`src/common/rvga_types_pkg.sv`:
```
`default_nettype none

package rvga_types_pkg;

  ////////////////////////////////////////
  // basic datapath types
  ////////////////////////////////////////

  // one machine word, used for data, addresses and PC targets
  typedef logic [31:0] rvga_word;

  // architectural register index, x0 to x31
  typedef logic [4:0] rvga_reg;

  ////////////////////////////////////////
  // lane view of a bus word
  ////////////////////////////////////////

  // the same 32 bits read as one word or as four byte lanes,
  // lane 0 sits at the lowest byte address (little endian)
  typedef union packed {
    rvga_word        word;
    logic [3:0][7:0] bytes;
  } rvga_lanes;

endpackage : rvga_types_pkg

`default_nettype wire
```
`src/source/register_file.sv`:
```
`default_nettype none

module register_file (
  input  wire logic                     clk,
  input  wire logic                     rst_n_i,

  input  wire logic                     w_v_i,
  input  wire rvga_types_pkg::rvga_reg  w_rd_i,
  input  wire rvga_types_pkg::rvga_word w_data_i,

  input  wire rvga_types_pkg::rvga_reg  rs1_i,
  input  wire rvga_types_pkg::rvga_reg  rs2_i,
  output rvga_types_pkg::rvga_word      rs1_data_o,
  output rvga_types_pkg::rvga_word      rs2_data_o
);

  import rvga_types_pkg::*;

  // x0 has no storage, it is hardwired on the read side
  rvga_word regs [31:1];

  always_ff @(posedge clk or negedge rst_n_i) begin
    if (!rst_n_i) begin
      for (int i = 1; i < 32; i++) begin
        regs[i] <= '0;
      end
    end else if (w_v_i && (w_rd_i != 5'd0)) begin
      regs[w_rd_i] <= w_data_i;
    end
  end

  ////////////////////////////////////////
  // read ports
  ////////////////////////////////////////

  always_comb begin
    rs1_data_o = '0;
    rs2_data_o = '0;
    if (rs1_i != 5'd0) begin
      rs1_data_o = regs[rs1_i];
    end
    if (rs2_i != 5'd0) begin
      rs2_data_o = regs[rs2_i];
    end
  end

endmodule : register_file

`default_nettype wire

```
`config.mk`:
```
export PLATFORM = sky130hd
export DESIGN_NAME = register_file
export DESIGN_NICKNAME = d
export VERILOG_FILES = /design/src/common/rvga_types_pkg.sv /design/src/source/register_file.sv
export SDC_FILE = /design/constraint.sdc
export NUM_CORES = 2
export LEC_CHECK = 0
export ABC_AREA = 1
export BUFFER_PORTS_ARGS = -buffer_cell sky130_fd_sc_hd__buf_4
export CORE_AREA = 2 2 367 369
export DETAILED_ROUTE_END_ITERATION = 8
export DIE_AREA = 0 0 369 371
export GPL_TIMING_DRIVEN = 1
export SLEW_MARGIN = 20
export SYNTH_ARGS = -nofsm -noshare
export SYNTH_HDL_FRONTEND = slang
export SYNTH_SLANG_ARGS = --single-unit
```
`constraint.sdc`:
```
create_clock -name clk -period 1.54 [get_ports clk]
set_clock_uncertainty 0.1 [all_clocks]
set_input_delay 0.154 -clock clk [delete_from_list [all_inputs] [get_ports clk]]
set_output_delay 0.154 -clock clk [all_outputs]
set_load 0.005 [all_outputs]
```
* Yosys cells after proc, flatten, opt, wreduce, memory -nomap -nowiden *
Index checks and enable logic that the tools add are counted.
W data, S select, Z words.

cells by class
  $lt $le $gt $ge = 4
  muxes and demuxes = 9
  reductions and logical operators = 5

operator list
  operator              number
  $bwmux W992           1
  $bmux W32 S5          2
  $demux W32 S5         1
  $mux W32              5
  $lt A5 B6 Y1 const B  3
  $reduce_bool A5 Y1    3
  $ge A5 B1 Y1 const B  1
  $logic_and A1 B1 Y1   2

word-level totals
  register bits after elaboration = 992

* Logic depth before layout (Yosys ltp) *
  depth in word-level cells = 5
  depth in mapped cells = 12
  mapped depth without buffers = 9

* Worst setup path after synthesis *
Ideal clock, no wire load.

  path kind = input -> output
  from = in rs2_i[1]
  to = out rs2_data_o[27]
  arrival time = 1.462 ns
  required time = 1.286 ns
  path slack = -0.176 ns
  stages = 9
  path buffers = 3
  cells stage by stage = clkbuf_1 nor2_1 clkbuf_1 clkbuf_1 nand2_1 nand3_1 nand3_1 nand3_1 nand2_1

between the ends
  cells in the longest elaborated chain, start to end = 3
  elaborated cells between the ends (all ways) = 4
  those cells by class = 3 x mux; 1 x reduce/logical

RTL lines
  what                            RTL line             source
  from (decl)                     register_file.sv:12  input wire rvga_types_pkg::rvga_reg rs2_i,
  $bmux W32 S5                    register_file.sv:43  rs2_data_o = regs[rs2_i];
  $mux W32 (implied by the code)  register_file.sv:43
  $mux W32 (*)                    register_file.sv:42  if (rs2_i != 5'd0) begin
  to (decl)                       register_file.sv:14  output rvga_types_pkg::rvga_word rs2_data_o

Every way passes the cells marked *; elsewhere a longest branch is shown, timed or not. The select of a mux whose other input is x is not followed.

* Worst setup path after layout *
  from = reg regs[195] (netlist bit)
  to = out rs2_data_o[3]

between the ends
  cells in the longest elaborated chain, start to end = 3

RTL lines
  what                               RTL line             source
  from (decl)                        register_file.sv:20  rvga_word regs [31:1];
  from (signal, indexed assignment)  register_file.sv:28  regs[w_rd_i] <= w_data_i;
  $bmux W32 S5                       register_file.sv:43
  $mux W32 (implied by the code)     register_file.sv:43
  $mux W32                           register_file.sv:42

No other way between the ends. The select of a mux whose other input is x is not followed.

==> impl_summary.log <==
[metrics] result of the run: finished, violations left
[metrics] violated checks: hold timing, setup timing
[metrics] Worst Path Max Fanout: 3
[metrics] DP Area: about 64000 um2
[metrics] Tot GR Track Use: between 30% and 40%
[metrics] vias in the first global route: approximately 55000
[metrics] pwr dens: 1180 nW/um2
[metrics] fraction of final layout cells with drive strength greater than 1: 20.1%
[metrics] class of the tightest hold or removal check: in -> reg
[metrics] most instantiated cells after synthesis: nand2_1 (2971), nand3_1 (1472), dfrtp_1 (992)
[metrics] vias after detailed routing: just under 60000
[metrics] Layout Nets: around 8600
[metrics] classification of the worst setup path: reg -> out
[metrics] number of setup violations in the final report: 64
[metrics] type of element capturing the critical path: primary output
[metrics] registers with the most flip-flops: regs (992)
[metrics] fraction of synthesis flops using an asynchronous set or reset pin: between 90% and 100%
[metrics] Clk pin slew, worst setup/hold paths: ~60 ps
[metrics] number of DRC markers after the initial detailed-route iteration: ~7500
[metrics] I/O Buffers: roughly 110
[metrics] maximum number of pins on one net before global-route repair: a little over 70
[metrics] synthesized area: 55600 um2
[metrics] CTS root buf: clkbuf_16
[metrics] antenna violations before repair: 7
[metrics] CP startpoint kind: register
[metrics] library cell with the largest summed area after synthesis: dfrtp_1
[metrics] core area: between 100000 and 150000 um2
[metrics] required time at the worst-slack endpoint: 1290 ps
[metrics] remaining number of nets flagged by the antenna check after routing: 0
[metrics] number of top-level design ports: 114
[metrics] deepest level of the CTS H-tree: 3
[metrics] first-pass detailed-route iteration total: 8
[metrics] number of cell rows: ~130
[metrics] #FFs+latches synth: around 990
[metrics] CTS tree: built
[metrics] DP Wirelength: 149 mm
[metrics] Least-Margin Pin Slew: 441 ps
[metrics] average wire length per cell after detail routing: around 22 um
[metrics] Post-Syn Nets: roughly 8300
[metrics] sum of routed wire length over all layers: between 200 and 250 mm
[metrics] count of different cell masters after synthesis: 17
[metrics] top register by number of flip-flops: regs
[metrics] overflow left after global routing: 0
[metrics] top-area cell type share of the netlist area: about 45%
[metrics] tightest slew margin relative to the limit: a little over two thirds
[metrics] CTS buffer count: ~110
[metrics] worst skew pair latency: approximately 730 ps
[metrics] ratio of final minimum period to clock period: 142%
[metrics] Synth area leaders: dfrtp_1 (45%), nand2_1 (20%), nand3_1 (13%)
[metrics] residual DRC count: 0
[metrics] final RePlAce weighted congestion: 0.930
[metrics] Die Span Y: roughly 370 um
[metrics] maximum VDD drop: a little over 0.0009 V
[metrics] area enclosed by the die boundary: about 140000 um2
[metrics] Max Root-Sink Buffers: 3
[metrics] horizontal die dimension: between 300 and 400 um
[metrics] initial core utilization: 41.8%
[metrics] final setup margin: -654 ps
[metrics] Max-cap violations: 0
[metrics] prevailing post-synth register cell: dfrtp_1
[metrics] most instantiated library cell after synthesis: nand2_1
[metrics] final critical-path required period: 2190 ps
[metrics] worst reg-to-reg setup slack: around 500 ps
[metrics] cell area after layout: 71900 um2
[metrics] worst hold slack after final layout: -60.0 ps
[metrics] via density per instance: roughly 5.7
[metrics] number of flops mapped to enable cells by yosys: 0
[metrics] LEAKAGE: between 30 and 40 nW
[metrics] area growth from synthesis to layout: 29.4%
[metrics] warnings from Yosys: 0
[metrics] Arr. time, crit path: just under 2000 ps
[metrics] Slew Viols, Final: 0
[metrics] setup repair after global routing missed its margin: yes
[metrics] syn_area_per_cell: approximately 6.7 um2
[metrics] register area share after synthesis: 44.7%
[metrics] clock sinks: between 900 and 1000
[metrics] max FFs per register: 992
[metrics] maximum frequency from static timing analysis: 0.456 GHz
[metrics] number of hold violations in the final report: 4
[metrics] global-route wire length before repair: around 350 mm
[metrics] gate count of the mapped netlist: 8240
==> cell usage in the layout, fill, tap and decap left out, drive strengths merged <==
master       Yosys  final
buf            103    809
nor4             1      1
clkbuf         585    173
nand3         1472   1472
inv            626    628
nor3            11     11
o21ai          896    896
nor2           229    229
clkinvlp         0      2
a21oi          352    352
dlygate4sd3      0     42
dfrtp          992    992
nand2         2971   2971
diode            0      4
clkinv           2     19
bufinv           0     13
==> final cells by class <==
type / count / area [um2]
clock inverters: 34 / 508
flip-flops and latches: 992 / 24800
clock buffers: 173 / 3600
multi-input cells: 5932 / 28300
repair buffers: 851 / 10100
diodes: 4 / 10.0
fillers: 12600 / 60900
well taps: 1768 / 2210
inverters: 628 / 2400
==> what timing repair did <==
| action | in CTS | in global routing |
|---|---|---|
| buffers inserted | 30 | 88 |
| pin swaps | 344 | 311 |
| resized for setup | 429 | 376 |
| endpoints found under the setup margin | 64 | 168 |
| hold buffers | 45 | 0 |
| endpoints found under the hold margin | 1984 | 0 |
==> stage by stage <==
step | total power [mW] | cells | setup TNS (ps) | util [%] | setup WS (ps)
floorplan | 45.4 | 8240 | 0 | - | 1.19
global placement | 52.2 | 10000 | -32640 | 48.1 | -496
detailed placement | 52.7 | 10000 | -33560 | 48.1 | -488
CTS | 83.6 | 10300 | -38740 | 52.8 | -716
global route | 89.3 | 10400 | -41070 | 54.1 | -739
finish | 84.9 | 10400 | -36750 | 54.1 | -654
==> cell families after synthesis <==
family,count (synthesis),synth area share (%)
AO/OA/AOI/OAI,1248,11.2
buffers and inverters,1316,9.01
AND/OR/NAND/NOR,4684,35.1
flip-flops,992,44.7
==> routing by layer <==
layer / track usage (%) / vias to the layer above / share of wire (%)
li1: - / 27000 / -
met1: 44.5 / 28300 / 41
met2: 51.1 / 3215 / 45
met3: 5.72 / 707 / 9.6
met4: 15.2 / 2 / 5.1
met5: 0 / - / 0.0057
==> path summary, 6_finish.rpt <==
kind,start,depth (start not counted),to
worst max register to register,regs[413],4,regs[413]
min in group asynchronous,rst_n_i,3,regs[426]
worst min register to register,regs[924],2,regs[924]
worst min-delay path,w_rd_i[4],7,regs[475]
max in group asynchronous,rst_n_i,3,regs[419]
worst max-delay path,regs[195],9,rs2_data_o[3]
==> critical path, cell delays in order, from the launching register on <==
cell,delay (ps)
dfrtp_1,410
nand2_1,100
nand3_2,70
nand2_1,80
nand2_1,60
nand3_2,80
nand2_2,70
nand2_2,90
nand2_4,100
buf_6,140
==> power by group <==
part	switching [mW]	internal, mW	leakage [nW]	total (mW)
combinational	12.0	8.40	20.0	20.4
clock	11.6	18.1	2.04	29.7
sequential	3.61	31.1	12.7	34.8
Power figures use the tool's default switching activity.
