[config.mk]
export PLATFORM = sky130hd
export DESIGN_NAME = memory_stage
export DESIGN_NICKNAME = d
export VERILOG_FILES = /design/src/common/rvga_mem_pkg.sv /design/src/common/rvga_types_pkg.sv /design/src/source/memory_stage.sv
export SDC_FILE = /design/constraint.sdc
export NUM_CORES = 1
export LEC_CHECK = 0
export BUFFER_PORTS_ARGS = -buffer_cell sky130_fd_sc_hd__buf_2
export CAP_MARGIN = 25
export CORE_AREA = 2 2 119 121
export DETAILED_ROUTE_END_ITERATION = 16
export DIE_AREA = 0 0 121 123
export HOLD_SLACK_MARGIN = 0.15
export PLACE_DENSITY_LB_ADDON = 0.12
export RECOVER_POWER = 25
export SYNTH_ARGS = -nofsm -noshare
export SYNTH_HDL_FRONTEND = slang
export SYNTH_SLANG_ARGS = --single-unit
[constraint.sdc]
create_clock -name clk -period 3.3 [get_ports clk]
set_input_delay 0.66 -clock clk [delete_from_list [all_inputs] [get_ports clk]]
set_output_delay 0.66 -clock clk [all_outputs]
set_load 0.01 [all_outputs]
[src/common/rvga_mem_pkg.sv]
`default_nettype none

package rvga_mem_pkg;

  ////////////////////////////////////////
  // operation classes from execute
  ////////////////////////////////////////

  // alu writes the result to rd, jump writes the link value and redirects
  typedef enum logic [1:0] {
    OP_ALU   = 2'b00,
    OP_LOAD  = 2'b01,
    OP_STORE = 2'b10,
    OP_JUMP  = 2'b11
  } rvga_op;

  ////////////////////////////////////////
  // access widths, funct3 encoding
  ////////////////////////////////////////

  // bit 2 set means zero extension on loads, stores ignore it
  typedef enum logic [2:0] {
    W_BYTE   = 3'b000,
    W_HALF   = 3'b001,
    W_WORD   = 3'b010,
    W_BYTE_U = 3'b100,
    W_HALF_U = 3'b101
  } rvga_width;

endpackage : rvga_mem_pkg

`default_nettype wire

[src/common/rvga_types_pkg.sv]
`default_nettype none

package rvga_types_pkg;

  ////////////////////////////////////////
  // basic datapath types
  ////////////////////////////////////////

  // one machine word, used for data, addresses and PC targets
  typedef logic [31:0] rvga_word;

  // architectural register index, x0 to x31
  typedef logic [4:0] rvga_reg;

  ////////////////////////////////////////
  // lane view of a bus word
  ////////////////////////////////////////

  // the same 32 bits read as one word or as four byte lanes,
  // lane 0 sits at the lowest byte address (little endian)
  typedef union packed {
    rvga_word        word;
    logic [3:0][7:0] bytes;
  } rvga_lanes;

endpackage : rvga_types_pkg

`default_nettype wire
[src/source/memory_stage.sv]
`default_nettype none

module memory_stage #(
  parameter int unsigned RAM_WORDS = 256
) (
  input  wire logic                              clk,
  input  wire logic                              rst_n_i,

  input  wire logic                              ex_valid_i,
  input  wire rvga_mem_pkg::rvga_op              ex_op_i,
  input  wire rvga_mem_pkg::rvga_width           ex_width_i,
  input  wire rvga_types_pkg::rvga_reg           ex_rd_i,
  input  wire rvga_types_pkg::rvga_word          ex_result_i,
  input  wire rvga_types_pkg::rvga_word          ex_store_data_i,
  input  wire rvga_types_pkg::rvga_word          ex_link_i,
  output logic                                   ex_ready_o,

  output logic                                   wb_cyc_o,
  output logic                                   wb_stb_o,
  output logic                                   wb_we_o,
  output logic [$clog2(RAM_WORDS)-1:0]           wb_adr_o,
  output logic [3:0]                             wb_sel_o,
  output rvga_types_pkg::rvga_word               wb_dat_o,
  input  wire logic                              wb_ack_i,
  input  wire rvga_types_pkg::rvga_word          wb_dat_i,

  output logic                                   rd_w_v_o,
  output logic                                   pc_w_v_o,
  output rvga_types_pkg::rvga_reg                rd_o,
  output rvga_types_pkg::rvga_word               result_o,
  output rvga_types_pkg::rvga_word               target_o
);

  import rvga_types_pkg::*;
  import rvga_mem_pkg::*;

  localparam int unsigned ADR_W = $clog2(RAM_WORDS);

  logic       bus_open;
  logic       accept;
  logic       bus_done;
  rvga_width  ld_width;
  logic [1:0] ld_off;
  rvga_lanes  st_lanes;
  logic [3:0] st_sel;
  rvga_lanes  ld_lanes;
  logic [15:0] ld_half;
  rvga_word   ld_value;

  // a load or store blocks the next operation until the RAM acks
  assign ex_ready_o = !bus_open;
  assign accept     = ex_valid_i && ex_ready_o;
  assign bus_done   = bus_open && wb_ack_i;

  assign wb_cyc_o = bus_open;
  assign wb_stb_o = bus_open;

  ////////////////////////////////////////
  // store lane placement
  ////////////////////////////////////////

  always_comb begin
    st_lanes.word = ex_store_data_i;
    st_sel        = 4'b1111;
    case (ex_width_i)
      W_BYTE, W_BYTE_U: begin
        st_lanes.bytes = {4{ex_store_data_i[7:0]}};
        st_sel         = 4'b0001 << ex_result_i[1:0];
      end
      W_HALF, W_HALF_U: begin
        st_lanes.word = {2{ex_store_data_i[15:0]}};
        st_sel        = ex_result_i[1] ? 4'b1100 : 4'b0011;
      end
      default: begin
        st_sel = 4'b1111;
      end
    endcase
  end

  ////////////////////////////////////////
  // load lane select and extension
  ////////////////////////////////////////

  always_comb begin
    ld_lanes.word = wb_dat_i;
    ld_half       = ld_off[1] ? ld_lanes.bytes[3:2] : ld_lanes.bytes[1:0];
    case (ld_width)
      W_BYTE:   ld_value = {{24{ld_lanes.bytes[ld_off][7]}}, ld_lanes.bytes[ld_off]};
      W_BYTE_U: ld_value = {24'b0, ld_lanes.bytes[ld_off]};
      W_HALF:   ld_value = {{16{ld_half[15]}}, ld_half};
      W_HALF_U: ld_value = {16'b0, ld_half};
      default:  ld_value = ld_lanes.word;
    endcase
  end

  always_ff @(posedge clk or negedge rst_n_i) begin
    if (!rst_n_i) begin
      bus_open <= 1'b0;
      rd_w_v_o <= 1'b0;
      pc_w_v_o <= 1'b0;
    end else begin
      rd_w_v_o <= 1'b0;
      pc_w_v_o <= 1'b0;
      if (accept) begin
        case (ex_op_i)
          OP_ALU: begin
            rd_w_v_o <= 1'b1;
          end
          OP_JUMP: begin
            rd_w_v_o <= 1'b1;
            pc_w_v_o <= 1'b1;
          end
          default: begin
            bus_open <= 1'b1;
          end
        endcase
      end else if (bus_done) begin
        bus_open <= 1'b0;
        // only loads write back, stores retire silently
        rd_w_v_o <= !wb_we_o;
      end
    end
  end

  always_ff @(posedge clk) begin
    if (accept) begin
      rd_o     <= ex_rd_i;
      result_o <= (ex_op_i == OP_JUMP) ? ex_link_i : ex_result_i;
      target_o <= ex_result_i;
      wb_we_o  <= (ex_op_i == OP_STORE);
      wb_adr_o <= ex_result_i[ADR_W+1:2];
      wb_sel_o <= st_sel;
      wb_dat_o <= st_lanes.word;
      ld_width <= ex_width_i;
      ld_off   <= ex_result_i[1:0];
    end else if (bus_done) begin
      result_o <= ld_value;
    end
  end

endmodule : memory_stage

`default_nettype wire

=== After elaboration in Yosys (flattened, before gate mapping) ===
Index checks and enable logic that the tools add are counted.

* Magnitude comparators: 1
* Eq/ne operators: 9
* Shifts and indexed selects: 1
* Mux-type cells: 18
* Reductions and logical operators: 12

{| class="wikitable"
|+ Operators by type and width
! cell !! number
|-
| one-hot mux 32 bit (4 select lines) || 1
|-
| two-way mux 32 bit || 3
|-
| one-hot mux 32 bit (2 select lines) || 1
|-
| binary-select mux 8 bit (select 2 bit) || 1
|-
| two-way mux 16 bit || 1
|-
| == test 3 bit, second input constant || 4
|-
| two-way mux 1 bit || 8
|-
| two-way mux 8 bit || 1
|-
| one-hot mux 4 bit (2 select lines) || 1
|-
| == test 3 x 1 -> 1 bit, second input constant || 2
|-
| zero test 3 bit || 2
|-
| OR reduction 2 bit || 3
|-
| == test 2 bit, second input constant || 2
|-
| two-way mux 4 bit || 1
|-
| << shifter 1 x 2 -> 4 bit, first input constant || 1
|-
| < comparator 2 x 3 -> 1 bit, second input constant || 1
|-
| logical AND 1 bit || 2
|-
| zero test 1 bit || 2
|-
| zero test 2 bit || 1
|-
| != test 2 bit, second input constant || 1
|-
| AND reduction 2 bit || 1
|-
| nonzero test 2 bit || 1
|}

* Flip-flop bits (word level): 122
* Input bits: 142
* Output and inout port bits: 119
* Logic and storage cells: 53

=== Longest topological paths before layout ===
Gate-level depths: netlist of run 1.

* Depth after elaboration: 5
* Gate-level depth with buffers: 7
* Depth with buffers taken out: 5

=== Worst setup path after synthesis of run 1 ===
No wires, ideal clock.

* Kind: input to register
* From: input ex_valid_i
* To: register result_o[15] (data pin)
* Setup time: 325 ps
* Arrival time: 2200 ps
* Required time: 2975 ps
* Setup slack: 775 ps
* Stages: 5
* Buffers on the path: 2
* Path through: nand2b_1 > buf_6 > inv_1 > buf_2 > a22oi_1

* Longest elaborated chain between the ends: 2

{| class="wikitable"
|+ RTL lines
! element !! line !! source
|-
| start: declaration || memory_stage.sv:9 || <nowiki>input wire logic ex_valid_i,</nowiki>
|-
| logical AND 1 bit || memory_stage.sv:52 || <nowiki>assign accept = ex_valid_i && ex_ready_o;</nowiki>
|-
| net accept || memory_stage.sv:40 || <nowiki>logic accept;</nowiki>
|-
| two-way mux 32 bit || memory_stage.sv:126 || <nowiki>if (accept) begin</nowiki>
|-
| end signal: assignment || memory_stage.sv:128 || <nowiki>result_o <= (ex_op_i == OP_JUMP) ? ex_link_i : ex_result_i;</nowiki>
|-
| end signal: assignment || memory_stage.sv:137 || <nowiki>result_o <= ld_value;</nowiki>
|-
| end: declaration || memory_stage.sv:30 || <nowiki>output rvga_types_pkg::rvga_word result_o,</nowiki>
|}

The timed path passes the listed nets, and every way through them passes these cells.
A chain may end at the register's enable or synchronous reset.

=== Worst setup path after layout of run 1 ===
* From: register target_o[1]
* To: output target_o[1]

{| class="wikitable"
|+ RTL lines
! element !! line !! source
|-
| start: declaration || memory_stage.sv:31 || <nowiki>output rvga_types_pkg::rvga_word target_o</nowiki>
|-
| start signal: assignment || memory_stage.sv:129 || <nowiki>target_o <= ex_result_i;</nowiki>
|}

No word-level cell between the ends.

==> results of run 1 <==
worst max-delay path, delay by kind of cell (launching register included):
family	cells	cell delay (ps)
flip-flops	1	780
buffers and inverters	2	460
kinds of logic (layout without fill, tap and decap cells):
family / count (synthesis) / count (layout)
AO/OA/AOI/OAI: 71 / 71
flip-flops: 112 / 112
buffers and inverters: 41 / 293
adder cells (fa/ha/maj): 2 / 2
AND/OR/NAND/NOR: 83 / 83
other: 0 / 1
multiplexers: 60 / 60
sequential cells by signal, indices dropped and copies added, names as in the netlist:
signal / count
wb_adr_o: 7
ld_width: 3
rd_o: 5
pc_w_v_o: 1
wb_sel_o: 4
target_o: 25
wb_we_o: 1
rd_w_v_o: 1
result_o: 32
wb_cyc_o: 1
wb_dat_o: 32
metal layers:
metal,vias up,global-route usage
li1,1930,-
met1,1948,0.2227
met2,159,0.3487
met3,18,0.06089
met4,0,0.06831
met5,-,0
layout make-up:
type,count,share of cell area
sequential,112,0.4847
multi-input combinational,216,0.2447
timing repair buffer,271,0.1953
clock buffer,10,0.03315
tap,180,0.03260
clock inverter,6,0.005253
inverter,6,0.003985
antenna,1,0.0003623
worst max path at each step:
stage / startpoint / slack [ps] / endpoint
final: target_o[1] / 1050 / target_o[1]
after global routing: target_o[1] / 940 / target_o[1]
after CTS: target_o[1] / 1020 / target_o[1]
after detailed placement: ex_op_i[0] / 820 / result_o[2]
after global placement: ex_op_i[0] / 860 / result_o[4]
after floorplan: ex_valid_i / 780 / result_o[15]
cell usage in the layout (no fill, tap or decap), types with 2 or more instances in the layout:
| master | instances |
|---|---|
| buf_2 | 220 |
| edfxtp_1 | 109 |
| clkbuf_1 | 40 |
| mux2i_1 | 36 |
| nand2_1 | 28 |
| nor2_1 | 23 |
| mux2_2 | 23 |
| a311o_1 | 16 |
| nand3_1 | 13 |
| o21ai_0 | 11 |
| a31oi_1 | 10 |
| clkbuf_16 | 9 |
| buf_4 | 9 |
| nand2b_1 | 6 |
| a22oi_1 | 5 |
| inv_1 | 4 |
| nor3b_1 | 4 |
| a221oi_2 | 4 |
| a221o_1 | 4 |
| nor2b_1 | 3 |
| o211ai_1 | 3 |
| nor3_1 | 3 |
| o221a_2 | 3 |
| dfrtp_1 | 3 |
| a21o_1 | 2 |
| o21bai_1 | 2 |
| inv_4 | 2 |
| o311ai_2 | 2 |
| a221oi_1 | 2 |
| clkinv_1 | 2 |
| clkinvlp_4 | 2 |
stage by stage:
| stage | hold WS [ps] | setup slack (ps) | utilization | instances |
|---|---|---|---|---|
| after floorplan | 364.4 | 775.3 | - | 369 |
| after global placement | 460.8 | 864.1 | 0.4908 | 784 |
| after detailed placement | 462.7 | 815.7 | 0.4908 | 784 |
| after CTS | 473.9 | 1016 | 0.5110 | 801 |
| after global routing | 481.4 | 941.5 | 0.5073 | 801 |
| final | 485.6 | 1046 | 0.5075 | 802 |
power by group:
part	internal, W	total, W	switching (W)
combinational	0.000299	0.000709	0.000411
sequential	0.00176	0.00182	0.0000567
clock	0.000508	0.00100	0.000493
==> flow_metrics.env, run 1 <==
export IMPL_rr_worst_depth=4
export IMPL_drv_slew=0
export IMPL_regToRegSetupSlack_ps=1140
export IMPL_power_leakage_nw=2.800
export IMPL_met2_length_um=7618
export IMPL_cts_tree="yes"
export IMPL_holdCritStartpoint="ex_rd_i[0]"
export IMPL_fin_worst_skew_ps=5.319
export IMPL_cts_buffers=9
export IMPL_synthTopCellsByCount="edfxtp_1, mux2i_1, nand2_1"
export IMPL_avgRoutedWirePerCell_um=18.41
export IMPL_die_width_um=121
export IMPL_r2r_start="target_o[1]"
export IMPL_whs_endpoint="rd_o[0]"
export IMPL_synth_xor_area_frac=0
export IMPL_start_util=0.3892
export IMPL_area_growth_pct=30.40
export IMPL_num_fill_cells=1253
export IMPL_rr_endpoint="result_o[14]"
export IMPL_antenna_left=0
export IMPL_synth_top_area_frac=0.6179
export IMPL_yosys_warnings=0
export IMPL_wl_met1_um=5743
export IMPL_synth_top_family_by_area="multiplexers"
export IMPL_cts_clk_slew_worst_paths_ps=70
export IMPL_synthSimpleGateAreaFrac=0.07251
export IMPL_synth_compound_area_frac=0.1197
export IMPL_synth_edf_count=109
export IMPL_route_detailed_drc=0
export IMPL_syn_inst=369
export IMPL_core_area_um2=13610
export IMPL_hold_depth=1
export IMPL_fin_tns_setup_ps=0
export IMPL_met3_length_um=1156
export IMPL_initialDrtViolationCount=188
export IMPL_vias=4055
export IMPL_synthMuxAreaShare=0.1212
export IMPL_grt_remaining_overflow=0
export IMPL_insertion_delay_ps=350
export IMPL_setup_worst_path_class="flip-flop to output pin"
export IMPL_powerDensity_nw_per_um2=510.4
export IMPL_grtUsageTotal=0.1959
export IMPL_worstPathMaxFanout=17
export IMPL_worst_pin_slew_ps=1252
export IMPL_final_nets=760
export IMPL_pin_count=261
export IMPL_clock_fmax_mhz=443.7
export IMPL_cts_buffer_depth=2
export IMPL_postCtsResizedCells=0
export IMPL_syn_nets=513
export IMPL_regArea_um2=3348
export IMPL_drt_total_wl_um=14760
export IMPL_async_reset_ff_frac=0.02679
export IMPL_min_period_ps=2254
export IMPL_max_vdd_ir_drop_mv=0.2362
export IMPL_synth_largest_area_cell="edfxtp_1"
export IMPL_start_kind="flip-flop"
export IMPL_cts_sinks=112
export IMPL_relSlewSlack=0.1656
export IMPL_antenna_found_initial=1
export IMPL_hold_violations=0
export IMPL_place_area_um2=6680
export IMPL_final_area_um2=6908
export IMPL_syn_area_per_cell_um2=14.36
export IMPL_grt_max_degree=36
export IMPL_netlist_area_um2=5298
export IMPL_cts_hold_fix_buffers=1
export IMPL_worstSetupEndpointType="output pin"
export IMPL_power_w=0.003526
export IMPL_dr_max_layer_used="met4"
export IMPL_drv_cap=0
export IMPL_grt_pass1_vias=4144
export IMPL_gp_congestion=0.7534
export IMPL_cp_cell_sequence="buf_4 -> buf_2"
export IMPL_hp_class="input pin to flip-flop"
export IMPL_post_route_period_util=0.6830
export IMPL_grt_pass1_wl_um=22180
export IMPL_max_stage_delay_ps=780
export IMPL_dieArea_um2=14880
export IMPL_h_tree_depth=3
export IMPL_multiInputGateArea_um2=1690
export IMPL_rsz0062_at_grt="false"
export IMPL_ys_seq_elements=112
export IMPL_synth_fa_ha_area_frac=0.004724
export IMPL_crit_arrival_ps=1590
export IMPL_cts_setup_buffers=0
export IMPL_critPathRequiredTime_ps=2640
export IMPL_synth_area_leaders="edfxtp_1, mux2i_1, mux2_2"
export IMPL_synthFlopType="edfxtp_1"
export IMPL_cts_root_buf="clkbuf_16"
export IMPL_dp_hpwl_um=11070
export IMPL_port_buffers=260
export IMPL_ys_seq_area_frac=0.6320
export IMPL_drt_pass1_iterations=5
export IMPL_status="finished, final reports clean"
export IMPL_yosysUniqueCellTypes=42
export IMPL_routed_via_density=5.056
export IMPL_yosysMostFrequentCell="edfxtp_1"
export IMPL_slowest_stage="edfxtp_1"
export IMPL_die_h_um=123
export IMPL_post_route_cells_drive_above_1_share=0.4589
export IMPL_setup_violations_final=0
export IMPL_fp_row_count=43
No activity file was read; power rests on OpenSTA's default activity.
==> inputs of run 2 (changes only) <==
- clock period: 3.3 -> 2 ns (I/O delays scaled with it)
==> flow_metrics.env, run 2 (synthesized netlist as in run 1, its figures left out) <==
export IMPL_status="finished, final reports clean"
export IMPL_post_route_cells_drive_above_1_share=0.4825
export IMPL_vias=4140
export IMPL_drv_cap=0
export IMPL_critPathRequiredTime_ps=2090
export IMPL_powerDensity_nw_per_um2=852.6
export IMPL_dp_hpwl_um=11420
export IMPL_avgRoutedWirePerCell_um=18.26
export IMPL_holdWs_ps=221.9
export IMPL_holdCritStartpoint="ex_rd_i[2]"
export IMPL_clock_fmax_mhz=544.9
export IMPL_crit_arrival_ps=1930
export IMPL_max_vdd_ir_drop_mv=0.3584
export IMPL_rr_worst_depth=4
export IMPL_layout_common_cells="buf_2, edfxtp_1, mux2i_1"
export IMPL_hold_depth=1
export IMPL_die_h_um=123
export IMPL_grt_pass1_vias=4179
export IMPL_route_detailed_drc=0
export IMPL_grt_max_degree=51
export IMPL_pre_cts_ws_ps=80.98
export IMPL_hold_violations=0
export IMPL_area_growth_pct=33.16
export IMPL_dieArea_um2=14880
export IMPL_port_buffers=260
export IMPL_cts_sinks=112
export IMPL_final_setup_worst_slack_ps=164.7
export IMPL_r2r_start="ld_width[0]"
export IMPL_worstSetupEndpointType="flip-flop"
export IMPL_start_util=0.3892
export IMPL_worst_pin_slew_ps=748.8
export IMPL_drv_slew=0
export IMPL_fin_tns_setup_ps=0
export IMPL_cts_root_buf="clkbuf_16"
export IMPL_power_leakage_nw=2.902
export IMPL_cts_clk_slew_worst_paths_ps=70
export IMPL_grtUsageTotal=0.1971
export IMPL_num_antenna_cells=0
export IMPL_whs_endpoint="rd_o[2]"
export IMPL_worstPathMaxFanout=16
export IMPL_start_kind="flip-flop"
export IMPL_cts_buffers=9
export IMPL_antenna_found_initial=0
export IMPL_initialDrtViolationCount=145
export IMPL_cts_tree="yes"
export IMPL_min_period_ps=1835
export IMPL_power_w=0.006015
export IMPL_gp_congestion=0.8052
export IMPL_die_width_um=121
export IMPL_insertion_delay_ps=350
export IMPL_drt_pass1_iterations=4
export IMPL_setup_violations_final=0
export IMPL_rsz0062_at_grt="false"
export IMPL_final_common_cell="buf_2"
export IMPL_fin_worst_skew_ps=8.165
export IMPL_h_tree_depth=3
export IMPL_antenna_left=0
export IMPL_rr_endpoint="result_o[30]"
export IMPL_routed_via_density=5.111
export IMPL_final_nets=769
export IMPL_setup_worst_path_class="flip-flop to flip-flop"
export IMPL_cts_buffer_depth=2
export IMPL_hp_class="input pin to flip-flop"
export IMPL_core_area_um2=13610
export IMPL_drt_total_wl_um=14790
export IMPL_grt_remaining_overflow=0
export IMPL_grt_pass1_wl_um=22130
export IMPL_post_route_period_util=0.9177
export IMPL_pin_count=261
export IMPL_regToRegSetupSlack_ps=160
export IMPL_fp_row_count=43
export IMPL_reg_largest_list="result_o (32), wb_dat_o (32), target_o (25)"
export IMPL_relSlewSlack=0.5008
[run 2: cell count changes in the layout (fill, tap and decap cells not counted), moves of 2 or more]
cell,delta
buf_12,+4
buf_2,+10
buf_4,+2
clkbuf_1,-6
clkinv_1,-2
clkinv_2,+2
clkinvlp_4,-2
[run 2: where the power goes]
part	total, W	switching, W	internal, W	leakage, nW
Clock	0.00181	0.000804	0.00100	0.146
Combinational	0.00123	0.000701	0.000530	1.67
Sequential	0.00298	0.0000757	0.00290	1.09
Total	0.00601	0.00158	0.00443	2.90
[run 2: metal layers]
metal | GRT usage | routed length, um
met5 | 0 | 0
met4 | 0.06105 | 193
met3 | 0.05028 | 1175
met2 | 0.3490 | 7518
met1 | 0.2359 | 5903
[run 2: worst max-delay path: stages (launching register included)]
cell and delay (ps):
edfxtp_1 540, o311ai_2 420, a221oi_4 130, buf_12 170, a311o_1 320
[run 2: worst max-delay path by stage]
stage,from,end,slack [ps],cells past startpoint
6_report,ld_width[0],result_o[30],160,4
5_1_grt,ld_width[0],result_o[30],110,4
4_1_cts,target_o[1],result_o[30],60,5
3_5_place_dp,target_o[1],result_o[30],80,5
3_3_place_gp,ex_op_i[0],result_o[0],150,5
2_1_floorplan,wb_cyc_o,result_o[4],30,6
[run 2: layout make-up]
cell class	count	area [um2]
Sequential cell	112	3348
Clock inverter	4	45.04
Inverter	6	27.53
Timing Repair Buffer	280	1469
Multi-Input combinational cell	216	1693
Clock buffer	12	246.5
Fill cell	1253	6558
Tap cell	180	225.2
[run 2: metrics by stage]
step | utilization | std cells | cell area [um2]
after floorplan | - | 369 | 5303
after global placement | 0.4981 | 792 | 6780
after detailed placement | 0.4981 | 792 | 6780
after CTS | 0.5203 | 809 | 7082
after global routing | 0.5182 | 810 | 7054
final | 0.5182 | 810 | 7054
[run 2: what timing repair did]
action | 4_1_cts | 5_1_grt
hold buffers | 1 | 0
setup buffers | 0 | 1
setup endpoints to repair | 0 | 16
hold endpoints to repair | 3 | 0
resized for setup | 0 | 0
