===== config.mk =====
export PLATFORM = sky130hd
export DESIGN_NAME = writeback_stage
export DESIGN_NICKNAME = d
export VERILOG_FILES = /design/src/common/rvga_types_pkg.sv /design/src/source/writeback_stage.sv
export SDC_FILE = /design/constraint.sdc
export NUM_CORES = 1
export LEC_CHECK = 0
export BUFFER_PORTS_ARGS = -buffer_cell sky130_fd_sc_hd__clkbuf_2
export CAP_MARGIN = 5
export CORE_MARGIN = 3
export CORE_UTILIZATION = 36
export CTS_BUF_LIST = sky130_fd_sc_hd__clkbuf_4 sky130_fd_sc_hd__clkbuf_8
export DETAILED_ROUTE_END_ITERATION = 7
export PLACE_DENSITY = 0.81
export SLEW_MARGIN = 30
export SYNTH_ARGS = -nofsm -noshare
export SYNTH_HDL_FRONTEND = slang
export SYNTH_SLANG_ARGS = --single-unit

===== constraint.sdc =====
create_clock -name clk -period 0.8 [get_ports clk]
set_clock_uncertainty 0.2 [all_clocks]
set_input_delay 0.12 -clock clk [delete_from_list [all_inputs] [get_ports clk]]
set_output_delay 0.12 -clock clk [all_outputs]
set_load 0.01 [all_outputs]

===== src/common/rvga_types_pkg.sv =====
`default_nettype none

package rvga_types_pkg;

  ////////////////////////////////////////
  // basic datapath types
  ////////////////////////////////////////

  // one machine word, used for data, addresses and PC targets
  typedef logic [31:0] rvga_word;

  // architectural register index, x0 to x31
  typedef logic [4:0] rvga_reg;

  ////////////////////////////////////////
  // lane view of a bus word
  ////////////////////////////////////////

  // the same 32 bits read as one word or as four byte lanes,
  // lane 0 sits at the lowest byte address (little endian)
  typedef union packed {
    rvga_word        word;
    logic [3:0][7:0] bytes;
  } rvga_lanes;

endpackage : rvga_types_pkg

`default_nettype wire

===== src/source/writeback_stage.sv =====
`default_nettype none

module writeback_stage (
  input  wire logic                     clk,
  input  wire logic                     rst_n_i,

  input  wire logic                     mem_rd_w_v_i,
  input  wire logic                     mem_pc_w_v_i,
  input  wire rvga_types_pkg::rvga_reg  mem_rd_i,
  input  wire rvga_types_pkg::rvga_word mem_result_i,
  input  wire rvga_types_pkg::rvga_word mem_target_i,

  output logic                          rf_rd_w_v_o,
  output rvga_types_pkg::rvga_reg       rf_rd_o,
  output rvga_types_pkg::rvga_word      rf_rd_data_o,
  output logic                          pc_w_v_o,
  output rvga_types_pkg::rvga_word      pc_target_o
);

  always_ff @(posedge clk or negedge rst_n_i) begin
    if (!rst_n_i) begin
      rf_rd_w_v_o <= 1'b0;
      pc_w_v_o    <= 1'b0;
    end else begin
      // x0 writes die here so the register file never sees them
      rf_rd_w_v_o <= mem_rd_w_v_i && (mem_rd_i != 5'd0);
      pc_w_v_o    <= mem_pc_w_v_i;
    end
  end

  always_ff @(posedge clk) begin
    rf_rd_o      <= mem_rd_i;
    rf_rd_data_o <= mem_result_i;
    pc_target_o  <= mem_target_i;
  end

endmodule : writeback_stage

`default_nettype wire


## Word level (Yosys, flattened, before mapping)

Index checks and enable logic that the tools add are counted.
W data, S select, Z words.

- Bits in registers: 71
- Input port bits: 73
- Output and inout bits: 71
- Logic and storage cells: 7

- Reduce and logical (&&, ||, !) cells: 2

Operator list:

| kind | number |
|---|---|
| $reduce_bool A5 Y1 | 1 |
| $logic_and A1 B1 Y1 | 1 |

## Depth between registers and ports, before layout

Gate-level depths: netlist of the first run.

- Word-level depth: 2
- Mapped depth: 2
- Gate-level depth less buffers: 2

## Least setup slack after synthesis of the first run

No wires, ideal clock.

- Path type: in2reg
- From: in mem_rd_i[4]
- To: reg rf_rd_w_v_o
- Setup time: 0.119 ns
- Arrival: 0.789 ns
- Data required time: 0.481 ns
- Slack: -0.307 ns
- Stages on the path: 2
- Path buffers: 0
- Cells stage by stage: or4_1 -> o21a_1

- Longest elaborated chain between the ends: 2

Ends and longest elaborated chain:

| element | RTL line | source |
|---|---|---|
| start: declaration | writeback_stage.sv:9 | `input wire rvga_types_pkg::rvga_reg mem_rd_i,` |
| $reduce_bool A5 Y1 | writeback_stage.sv:26 | `rf_rd_w_v_o <= mem_rd_w_v_i && (mem_rd_i != 5'd0);` |
| $logic_and A1 B1 Y1 | writeback_stage.sv:26 |  |
| end signal: assignment | writeback_stage.sv:26 |  |
| end: declaration | writeback_stage.sv:13 | `output logic rf_rd_w_v_o,` |

Every way passes these cells.

## Worst setup path in the final report of the first run

- From: reg rf_rd_data_o[14]
- To: out rf_rd_data_o[14]

RTL lines:

| element | RTL line | source |
|---|---|---|
| start: declaration | writeback_stage.sv:15 | `output rvga_types_pkg::rvga_word rf_rd_data_o,` |
| start signal: assignment | writeback_stage.sv:33 | `rf_rd_data_o <= mem_result_i;` |

No word-level cell between the ends.

==> impl_results.html, run 1 <==
<table>
<tr><th>Metric</th><th>Value</th></tr>
<tr><th colspan="2">Synthesis</th></tr>
<tr><td>Number of warnings reported in the yosys synthesis log</td><td>0</td></tr>
<tr><td>Area fraction of the dominant cell type after synthesis</td><td>0.955</td></tr>
<tr><td>Number of library cell types mapped by synthesis</td><td>4</td></tr>
<tr><td>Fraction of the yosys area taken by sequential cells</td><td>0.990</td></tr>
<tr><td>Instance count of the mapped netlist</td><td>73</td></tr>
<tr><td>Largest cells by area after synthesis</td><td>dfxtp_1 96%, dfrtp_1 3.5%, o21a_1 0.52%</td></tr>
<tr><td>Syn Area/Cell</td><td>19.8 µm²</td></tr>
<tr><td>Cell accounting for the most synthesized area</td><td>dfxtp_1</td></tr>
<tr><td>Mapped cell area</td><td>1450 µm²</td></tr>
<tr><td>Net count of the mapped netlist</td><td>146</td></tr>
<tr><td>Synth Register Bits</td><td>71</td></tr>
<tr><th colspan="2">Die</th></tr>
<tr><td>Die Width</td><td>69.4 µm</td></tr>
<tr><td>Full die area</td><td>4810 µm²</td></tr>
<tr><td>Number of rows in the core area</td><td>22</td></tr>
<tr><td>Starting density of the core</td><td>0.384</td></tr>
<tr><td>Number of placed I/O pins</td><td>144</td></tr>
<tr><td>Die span in y</td><td>69.4 µm</td></tr>
<tr><td>Placeable core area</td><td>3770 µm²</td></tr>
<tr><th colspan="2">Power</th></tr>
<tr><td>Maximum resistive drop on vdd</td><td>2.16 mV</td></tr>
<tr><td>Power after layout</td><td>7.88 mW</td></tr>
<tr><td>Power density over cell area</td><td>2280 nW/µm²</td></tr>
<tr><td>Static power due to leakage</td><td>1.67 nW</td></tr>
<tr><th colspan="2">Route</th></tr>
<tr><td>DRC violation count after routing</td><td>0</td></tr>
<tr><td>Antenna violation net count after detailed routing</td><td>0</td></tr>
<tr><td>Vias after detailed routing</td><td>1494</td></tr>
<tr><td>Routed via count divided by cell count</td><td>4.26</td></tr>
<tr><td>Violation count after the first detailed-route iteration</td><td>56</td></tr>
<tr><td>Routed wire per std cell</td><td>19.8 µm</td></tr>
<tr><td>Routed WL</td><td>6960 µm</td></tr>
<tr><td>Number of optimization iterations in the first detailed-route pass</td><td>4</td></tr>
<tr><th colspan="2">CTS</th></tr>
<tr><td>Clock tree from TritonCTS</td><td>yes</td></tr>
<tr><td>Clock sink count</td><td>71</td></tr>
<tr><td>Root cell of the clock tree</td><td>clkbuf_8</td></tr>
<tr><td>Number of buffers on the longest clock path</td><td>2</td></tr>
<tr><td>Number of H-tree levels</td><td>3</td></tr>
<tr><td>Number of clock buffers inserted by TritonCTS</td><td>9</td></tr>
<tr><td>Clock slew at reported path FFs</td><td>80 ps</td></tr>
<tr><th colspan="2">Global routing</th></tr>
<tr><td>Overflow left after global routing</td><td>0</td></tr>
<tr><td>Total Routing Usage GR</td><td>0.266</td></tr>
<tr><td>Wire length of the first global-routing pass</td><td>9290 µm</td></tr>
<tr><td>Vias in the first global route</td><td>1716</td></tr>
<tr><td>Largest net degree at the start of global routing</td><td>14</td></tr>
<tr><td>Number of antenna violations at the first check in global routing</td><td>2</td></tr>
<tr><th colspan="2">STA</th></tr>
<tr><td>Unrepaired setup endpoints after global routing</td><td>yes</td></tr>
<tr><td>Final-report max-slew violation count</td><td>0</td></tr>
<tr><td># setup viols final</td><td>72</td></tr>
<tr><td>Final hold slack</td><td>-289 ps</td></tr>
<tr><td>Worst rel slew slack</td><td>0.921</td></tr>
<tr><td>Final worst path period share</td><td>1.45</td></tr>
<tr><td>Achievable clock frequency</td><td>860 MHz</td></tr>
<tr><td>Hold Violations, Final</td><td>7</td></tr>
<tr><td>Actual transition at the worst max-transition pin</td><td>118 ps</td></tr>
<tr><td>Fin worst setup slack</td><td>-363 ps</td></tr>
<tr><td>Final worst path period need</td><td>1160 ps</td></tr>
<tr><th colspan="2">Layout</th></tr>
<tr><td>Post-route non-filler standard cell count</td><td>351</td></tr>
<tr><td>Layout-stage area growth over the synthesis result</td><td>139%</td></tr>
<tr><td>Post-layout net count</td><td>369</td></tr>
<tr><td>Area of all placed cells without fillers</td><td>3460 µm²</td></tr>
<tr><td>Fraction of final layout cells with drive strength greater than 1</td><td>0.668</td></tr>
<tr><th colspan="2">Place</th></tr>
<tr><td>Post-detailed-placement cell area</td><td>2220 µm²</td></tr>
<tr><td>Port bufs</td><td>143</td></tr>
<tr><td>Worst-case setup slack after placement</td><td>-436 ps</td></tr>
<tr><td>Final Wtd Congestion</td><td>0.731</td></tr>
<tr><td>Cell Count Post-Placement</td><td>264</td></tr>
<tr><td>Total half-perimeter wirelength after legalization and detailed placement</td><td>3000 µm</td></tr>
<tr><th colspan="2">Critical path</th></tr>
<tr><td>Max FO, Critical Path</td><td>1</td></tr>
<tr><td>Worst setup path startpoint</td><td>rf_rd_data_o[14]$_DFF_P_</td></tr>
<tr><td>CP startpoint kind</td><td>flop</td></tr>
<tr><td>Setup Crit Path Kind</td><td>reg2out</td></tr>
<tr><td>Cell-by-cell listing of the critical path</td><td>buf_2</td></tr>
<tr><td>Critical Path End</td><td>rf_rd_data_o[14]</td></tr>
<tr><td>Worst endpoint required time</td><td>480 ps</td></tr>
<tr><td>CP Depth</td><td>1</td></tr>
<tr><td>Number of buffers and inverters on the critical path</td><td>1</td></tr>
<tr><td>WP data arrival</td><td>840 ps</td></tr>
<tr><td>Master of the slowest instance on the critical path</td><td>dfxtp_1</td></tr>
<tr><td>CP peak stage delay</td><td>350 ps</td></tr>
<tr><td>Crit. End Element</td><td>output pin</td></tr>
<tr><td>Category of cells accounting for the largest share of critical-path delay</td><td>flip-flops</td></tr>
<tr><th colspan="2">Run status</th></tr>
<tr><td>Failing checks</td><td>hold timing, setup timing</td></tr>
<tr><td>Run status</td><td>finished with violations</td></tr>
<tr><th colspan="2">Flow run</th></tr>
<tr><td>Max_cap viols</td><td>0</td></tr>
<tr><th colspan="2">Min path</th></tr>
<tr><td>Type of the worst min-delay path</td><td>in2reg</td></tr>
<tr><td>Hold path depth</td><td>1</td></tr>
</table>
==> routing by layer <==
metal | wire length (µm) | vias to the layer above | track usage
met2 | 4030 | 105 | 0.524
met3 | 625 | 22 | 0.112
met5 | 0 | - | 0
met4 | 315 | 0 | 0.152
li1 | - | 675 | -
met1 | 1990 | 692 | 0.209
==> synthesized netlist by cell type <==
master	number
dfxtp_1	69
dfrtp_1	2
o21a_1	1
or4_1	1
==> worst min-delay path by stage <==
stage,start,end,slack [ps]
global placement,rst_n_i,rf_rd_w_v_o$_DFF_PN0_,-290
floorplan,rst_n_i,pc_w_v_o$_DFF_PN0_,-380
global route,mem_rd_i[1],rf_rd_o[1]$_DFF_P_,-300
detailed placement,rst_n_i,rf_rd_w_v_o$_DFF_PN0_,-280
finish,mem_rd_i[4],rf_rd_o[4]$_DFF_P_,-290
CTS,mem_rd_i[0],rf_rd_o[0]$_DFF_P_,-330
==> stage by stage <==
| stage | util | setup TNS, ps |
|---|---|---|
| after floorplan | - | -307 |
| after global placement | 0.589 | -398 |
| after detailed placement | 0.589 | -436 |
| after CTS | 0.833 | -23080 |
| after global routing | 0.916 | -23480 |
| final | 0.916 | -21280 |
==> sequential cells by signal, summed over array words and instances (netlist names) <==
register      cells
pc_target_o      32
rf_rd_o           5
pc_w_v_o          1
rf_rd_w_v_o       1
rf_rd_data_o     32
==> power by group <==
group	switching (mW)	internal (mW)
Clock	1.37	1.76
Sequential	0.0854	3.75
Combinational	0.327	0.595
Total	1.78	6.10
==> placed cells by master (no fill, tap or decap) <==
cell type,count
clkbuf_8,9
diode_2,2
clkbuf_2,73
dfxtp_1,29
buf_6,41
clkinv_2,1
dfrtp_1,2
o21a_1,1
buf_4,1
clkinvlp_4,3
inv_6,1
or4_4,1
dlygate4sd3_1,68
buf_2,28
buf_8,1
dfxtp_2,40
bufinv_16,2
==> repair_timing <==
action                                 CTS  global route
gates resized for setup                  9           147
setup endpoints to repair               72            72
pin swaps                                0             2
setup buffers                            0             1
hold buffers                            68             1
endpoints found under the hold margin   73             8
==> final cells by class <==
cell class | count | area (µm²)
tap | 48 | 60.1
multi-input combinational | 2 | 18.8
fill | 153 | 315
timing repair buffer | 212 | 1670
sequential | 71 | 1480
antenna | 2 | 5.00
clock buffer | 9 | 124
clock inverter | 7 | 96.3
==> kinds of logic after synthesis <==
family             Yosys count  synth area share
AOI/OAI and AO/OA            1           0.00519
DFF                         71             0.990
and+or+nand+nor              1           0.00519
Note: power is estimated with default switching activity, not from simulation.
==> run 2: changes to the inputs <==
- CORE_MARGIN: 3 -> default
- CTS_CLUSTER_DIAMETER: default -> 60
==> run 2 against run 1 <==
  * Worst setup slack improved by 1.7 ps
  * Utilization fell by 1.6 points
  * Fmax rose by 0.15%
  * Critical endpoint is now rf_rd_w_v_o
  * The run still ends with hold timing, setup timing left
==> impl_results.html, run 2 (synthesis results as in run 1) <==
<table>
<tr><th>Metric</th><th>Value</th></tr>
<tr><th colspan="2">CTS</th></tr>
<tr><td>Number of H-tree levels</td><td>3 (unchanged)</td></tr>
<tr><td>Clock tree from TritonCTS</td><td>yes</td></tr>
<tr><td>Number of clock buffers inserted by TritonCTS</td><td>9 (unchanged)</td></tr>
<tr><td>Clock slew at reported path FFs</td><td>80 ps (about the same)</td></tr>
<tr><td>Number of buffers on the longest clock path</td><td>2 (unchanged)</td></tr>
<tr><td>Root cell of the clock tree</td><td>clkbuf_8</td></tr>
<tr><td>Setup Buffers After CTS</td><td>0 (unchanged)</td></tr>
<tr><td>Clock sink count</td><td>71 (unchanged)</td></tr>
<tr><th colspan="2">Layout</th></tr>
<tr><td>Total inserted antenna cells</td><td>0 (-2)</td></tr>
<tr><td>Number of filler instances in the final layout</td><td>151 (-1.3%)</td></tr>
<tr><td>Top library cells by usage in the layout, fill and taps aside</td><td>72 x clkbuf_2, 67 x dlygate4sd3_1, 36 x buf_6</td></tr>
<tr><td>Post-route non-filler standard cell count</td><td>347 (-1.1%)</td></tr>
<tr><td>Registers with the highest flip-flop counts</td><td>pc_target_o: 32 flops, rf_rd_data_o: 32 flops, rf_rd_o: 5 flops</td></tr>
<tr><td>Fraction of final layout cells with drive strength greater than 1</td><td>0.652 (-0.0156)</td></tr>
<tr><td>Post-layout net count</td><td>367 (-0.54%)</td></tr>
<tr><td>Layout-stage area growth over the synthesis result</td><td>133%</td></tr>
<tr><td>Final core utilization</td><td>0.900 (-0.0163)</td></tr>
<tr><td>Commonest non-fill, non-tap cell in the layout</td><td>clkbuf_2</td></tr>
<tr><th colspan="2">Global routing</th></tr>
<tr><td>Vias in the first global route</td><td>1542 (-10%)</td></tr>
<tr><td>Wire length of the first global-routing pass</td><td>7510 µm (-19%)</td></tr>
<tr><td>Number of antenna violations at the first check in global routing</td><td>0 (-2)</td></tr>
<tr><td>Overflow left after global routing</td><td>0 (unchanged)</td></tr>
<tr><td>Total Routing Usage GR</td><td>0.255 (-0.0104)</td></tr>
<tr><td>Largest net degree at the start of global routing</td><td>13 (-1)</td></tr>
<tr><th colspan="2">Route</th></tr>
<tr><td>DRC violation count after routing</td><td>0 (unchanged)</td></tr>
<tr><td>Routed via count divided by cell count</td><td>4.15 (-2.4%)</td></tr>
<tr><td>Vias after detailed routing</td><td>1441 (-3.5%)</td></tr>
<tr><td>Routed WL</td><td>6210 µm (-11%)</td></tr>
<tr><td>Antenna violation net count after detailed routing</td><td>0 (unchanged)</td></tr>
<tr><td>Number of optimization iterations in the first detailed-route pass</td><td>4 (unchanged)</td></tr>
<tr><td>Routed wire per std cell</td><td>17.9 µm (-9.8%)</td></tr>
<tr><td>Violation count after the first detailed-route iteration</td><td>42 (-25%)</td></tr>
<tr><th colspan="2">Place</th></tr>
<tr><td>Cell Count Post-Placement</td><td>264 (unchanged)</td></tr>
<tr><td>Port bufs</td><td>143 (unchanged)</td></tr>
<tr><td>Total half-perimeter wirelength after legalization and detailed placement</td><td>2700 µm (-9.9%)</td></tr>
<tr><td>Final Wtd Congestion</td><td>0.742 (+1.5%)</td></tr>
<tr><th colspan="2">STA</th></tr>
<tr><td>Final hold slack</td><td>-313 ps (-23.3 ps)</td></tr>
<tr><td>Actual transition at the worst max-transition pin</td><td>147 ps (+29.3 ps)</td></tr>
<tr><td>Hold Violations, Final</td><td>7 (unchanged)</td></tr>
<tr><td>Final worst path period share</td><td>1.45 (-0.00214)</td></tr>
<tr><td>Achievable clock frequency</td><td>861 MHz (+0.15%)</td></tr>
<tr><td>Final-report max-slew violation count</td><td>0 (unchanged)</td></tr>
<tr><td># setup viols final</td><td>73 (+1.4%)</td></tr>
<tr><td>Worst rel slew slack</td><td>0.902 (-0.0196)</td></tr>
<tr><td>Final worst path period need</td><td>1160 ps (-1.71 ps)</td></tr>
<tr><td>Fin worst setup slack</td><td>-361 ps (+1.71 ps)</td></tr>
<tr><td>Unrepaired setup endpoints after global routing</td><td>yes</td></tr>
<tr><th colspan="2">Power</th></tr>
<tr><td>Static power due to leakage</td><td>1.65 nW (-1.3%)</td></tr>
<tr><td>Power after layout</td><td>7.51 mW (-4.7%)</td></tr>
<tr><td>Maximum resistive drop on vdd</td><td>1.71 mV (-21%)</td></tr>
<tr><td>Power density over cell area</td><td>2230 nW/µm² (-2.3%)</td></tr>
<tr><th colspan="2">Min path</th></tr>
<tr><td>Type of the worst min-delay path</td><td>in2reg</td></tr>
<tr><td>Min-delay src</td><td>mem_rd_i[3]</td></tr>
<tr><td>Hold Path End</td><td>rf_rd_o[3]$_DFF_P_</td></tr>
<tr><td>Hold path depth</td><td>1 (unchanged)</td></tr>
<tr><th colspan="2">Critical path</th></tr>
<tr><td>Worst endpoint required time</td><td>480 ps (about the same)</td></tr>
<tr><td>Number of buffers and inverters on the critical path</td><td>1 (unchanged)</td></tr>
<tr><td>CP peak stage delay</td><td>380 ps (+30 ps)</td></tr>
<tr><td>Crit. End Element</td><td>output pin</td></tr>
<tr><td>Master of the slowest instance on the critical path</td><td>dfrtp_1</td></tr>
<tr><td>Category of cells accounting for the largest share of critical-path delay</td><td>flip-flops</td></tr>
<tr><td>Setup Crit Path Kind</td><td>reg2out</td></tr>
<tr><td>CP startpoint kind</td><td>flop</td></tr>
<tr><td>Max FO, Critical Path</td><td>1 (unchanged)</td></tr>
<tr><td>WP data arrival</td><td>840 ps (about the same)</td></tr>
<tr><td>Cell-by-cell listing of the critical path</td><td>clkbuf_2</td></tr>
<tr><th colspan="2">Die</th></tr>
<tr><td>Full die area</td><td>4280 µm² (-11%)</td></tr>
<tr><td>Starting density of the core</td><td>0.386 (+0.00282)</td></tr>
<tr><td>Placeable core area</td><td>3740 µm² (-0.73%)</td></tr>
<tr><td>Die Width</td><td>65.4 µm (-5.8%)</td></tr>
<tr><td>Die span in y</td><td>65.4 µm (-5.8%)</td></tr>
<tr><td>Number of rows in the core area</td><td>22 (unchanged)</td></tr>
<tr><td>Number of placed I/O pins</td><td>144 (unchanged)</td></tr>
<tr><th colspan="2">Flow run</th></tr>
<tr><td>Max_cap viols</td><td>0 (unchanged)</td></tr>
<tr><th colspan="2">Run status</th></tr>
<tr><td>Run status</td><td>finished with violations</td></tr>
<tr><td>Failing checks</td><td>hold timing, setup timing</td></tr>
</table>
-- run 2: changes by cell type in the layout (fill, tap and decap cells not counted), sizes merged --
| cell | before | now |
|---|---|---|
| inv | 1 | 0 |
| bufinv | 2 | 1 |
| clkbuf | 82 | 84 |
| clkinvlp | 3 | 1 |
| dlygate4sd3 | 68 | 67 |
| clkinv | 1 | 2 |
| diode | 2 | 0 |
-- run 2: timing repair --
action,4_1_cts,5_1_grt
gates cloned,0,0
pin swaps,0,2
setup endpoints to repair,72,72
endpoints found under the hold margin,73,8
gates resized for setup,14,129
hold buffers,67,1
-- run 2: metrics by stage --
step / area [µm²] / worst slack [ps] / hold slack [ps] / setup TNS [ps]
4_1_cts: 3110 / -342 / -307 / -20920
3_3_place_gp: 2220 / -403 / -292 / -403
5_1_grt: 3370 / -395 / -335 / -22870
3_5_place_dp: 2220 / -418 / -291 / -418
2_1_floorplan: 1450 / -307 / -376 / -307
6_report: 3370 / -361 / -313 / -20340
-- run 2: final cells by class --
cell class / count / area, µm² / share of cell area
well taps: 48 / 60.1 / 0.0178
clock buffers: 12 / 146 / 0.0434
flip-flops and latches: 71 / 1480 / 0.438
repair buffers: 210 / 1620 / 0.481
multi-input cells: 2 / 18.8 / 0.00557
clock inverters: 4 / 47.5 / 0.0141
-- run 2: worst max path at each step --
stage | from | endpoint | slack [ps] | cells after the start
global route | rf_rd_w_v_o$_DFF_PN0_ | rf_rd_w_v_o | -400 | 1
CTS | pc_w_v_o$_DFF_PN0_ | pc_w_v_o | -340 | 1
floorplan | mem_rd_i[4] | rf_rd_w_v_o$_DFF_PN0_ | -310 | 2
finish | rf_rd_w_v_o$_DFF_PN0_ | rf_rd_w_v_o | -360 | 1
global placement | mem_rd_i[4] | rf_rd_w_v_o$_DFF_PN0_ | -400 | 3
detailed placement | mem_rd_i[4] | rf_rd_w_v_o$_DFF_PN0_ | -420 | 3
-- run 2: per-layer routing --
| metal | global-route usage | wire [µm] | share of wire |
|---|---|---|---|
| met1 | 0.227 | 1990 | 0.32 |
| met2 | 0.491 | 3510 | 0.57 |
| met3 | 0.0781 | 428 | 0.069 |
| met4 | 0.155 | 273 | 0.044 |
| met5 | 0 | 0 | 0 |
-- run 2: power breakdown --
group	internal (mW)	switching [mW]
combinational	0.573	0.310
sequential	3.75	0.0844
clock	1.54	1.26
total	5.86	1.65
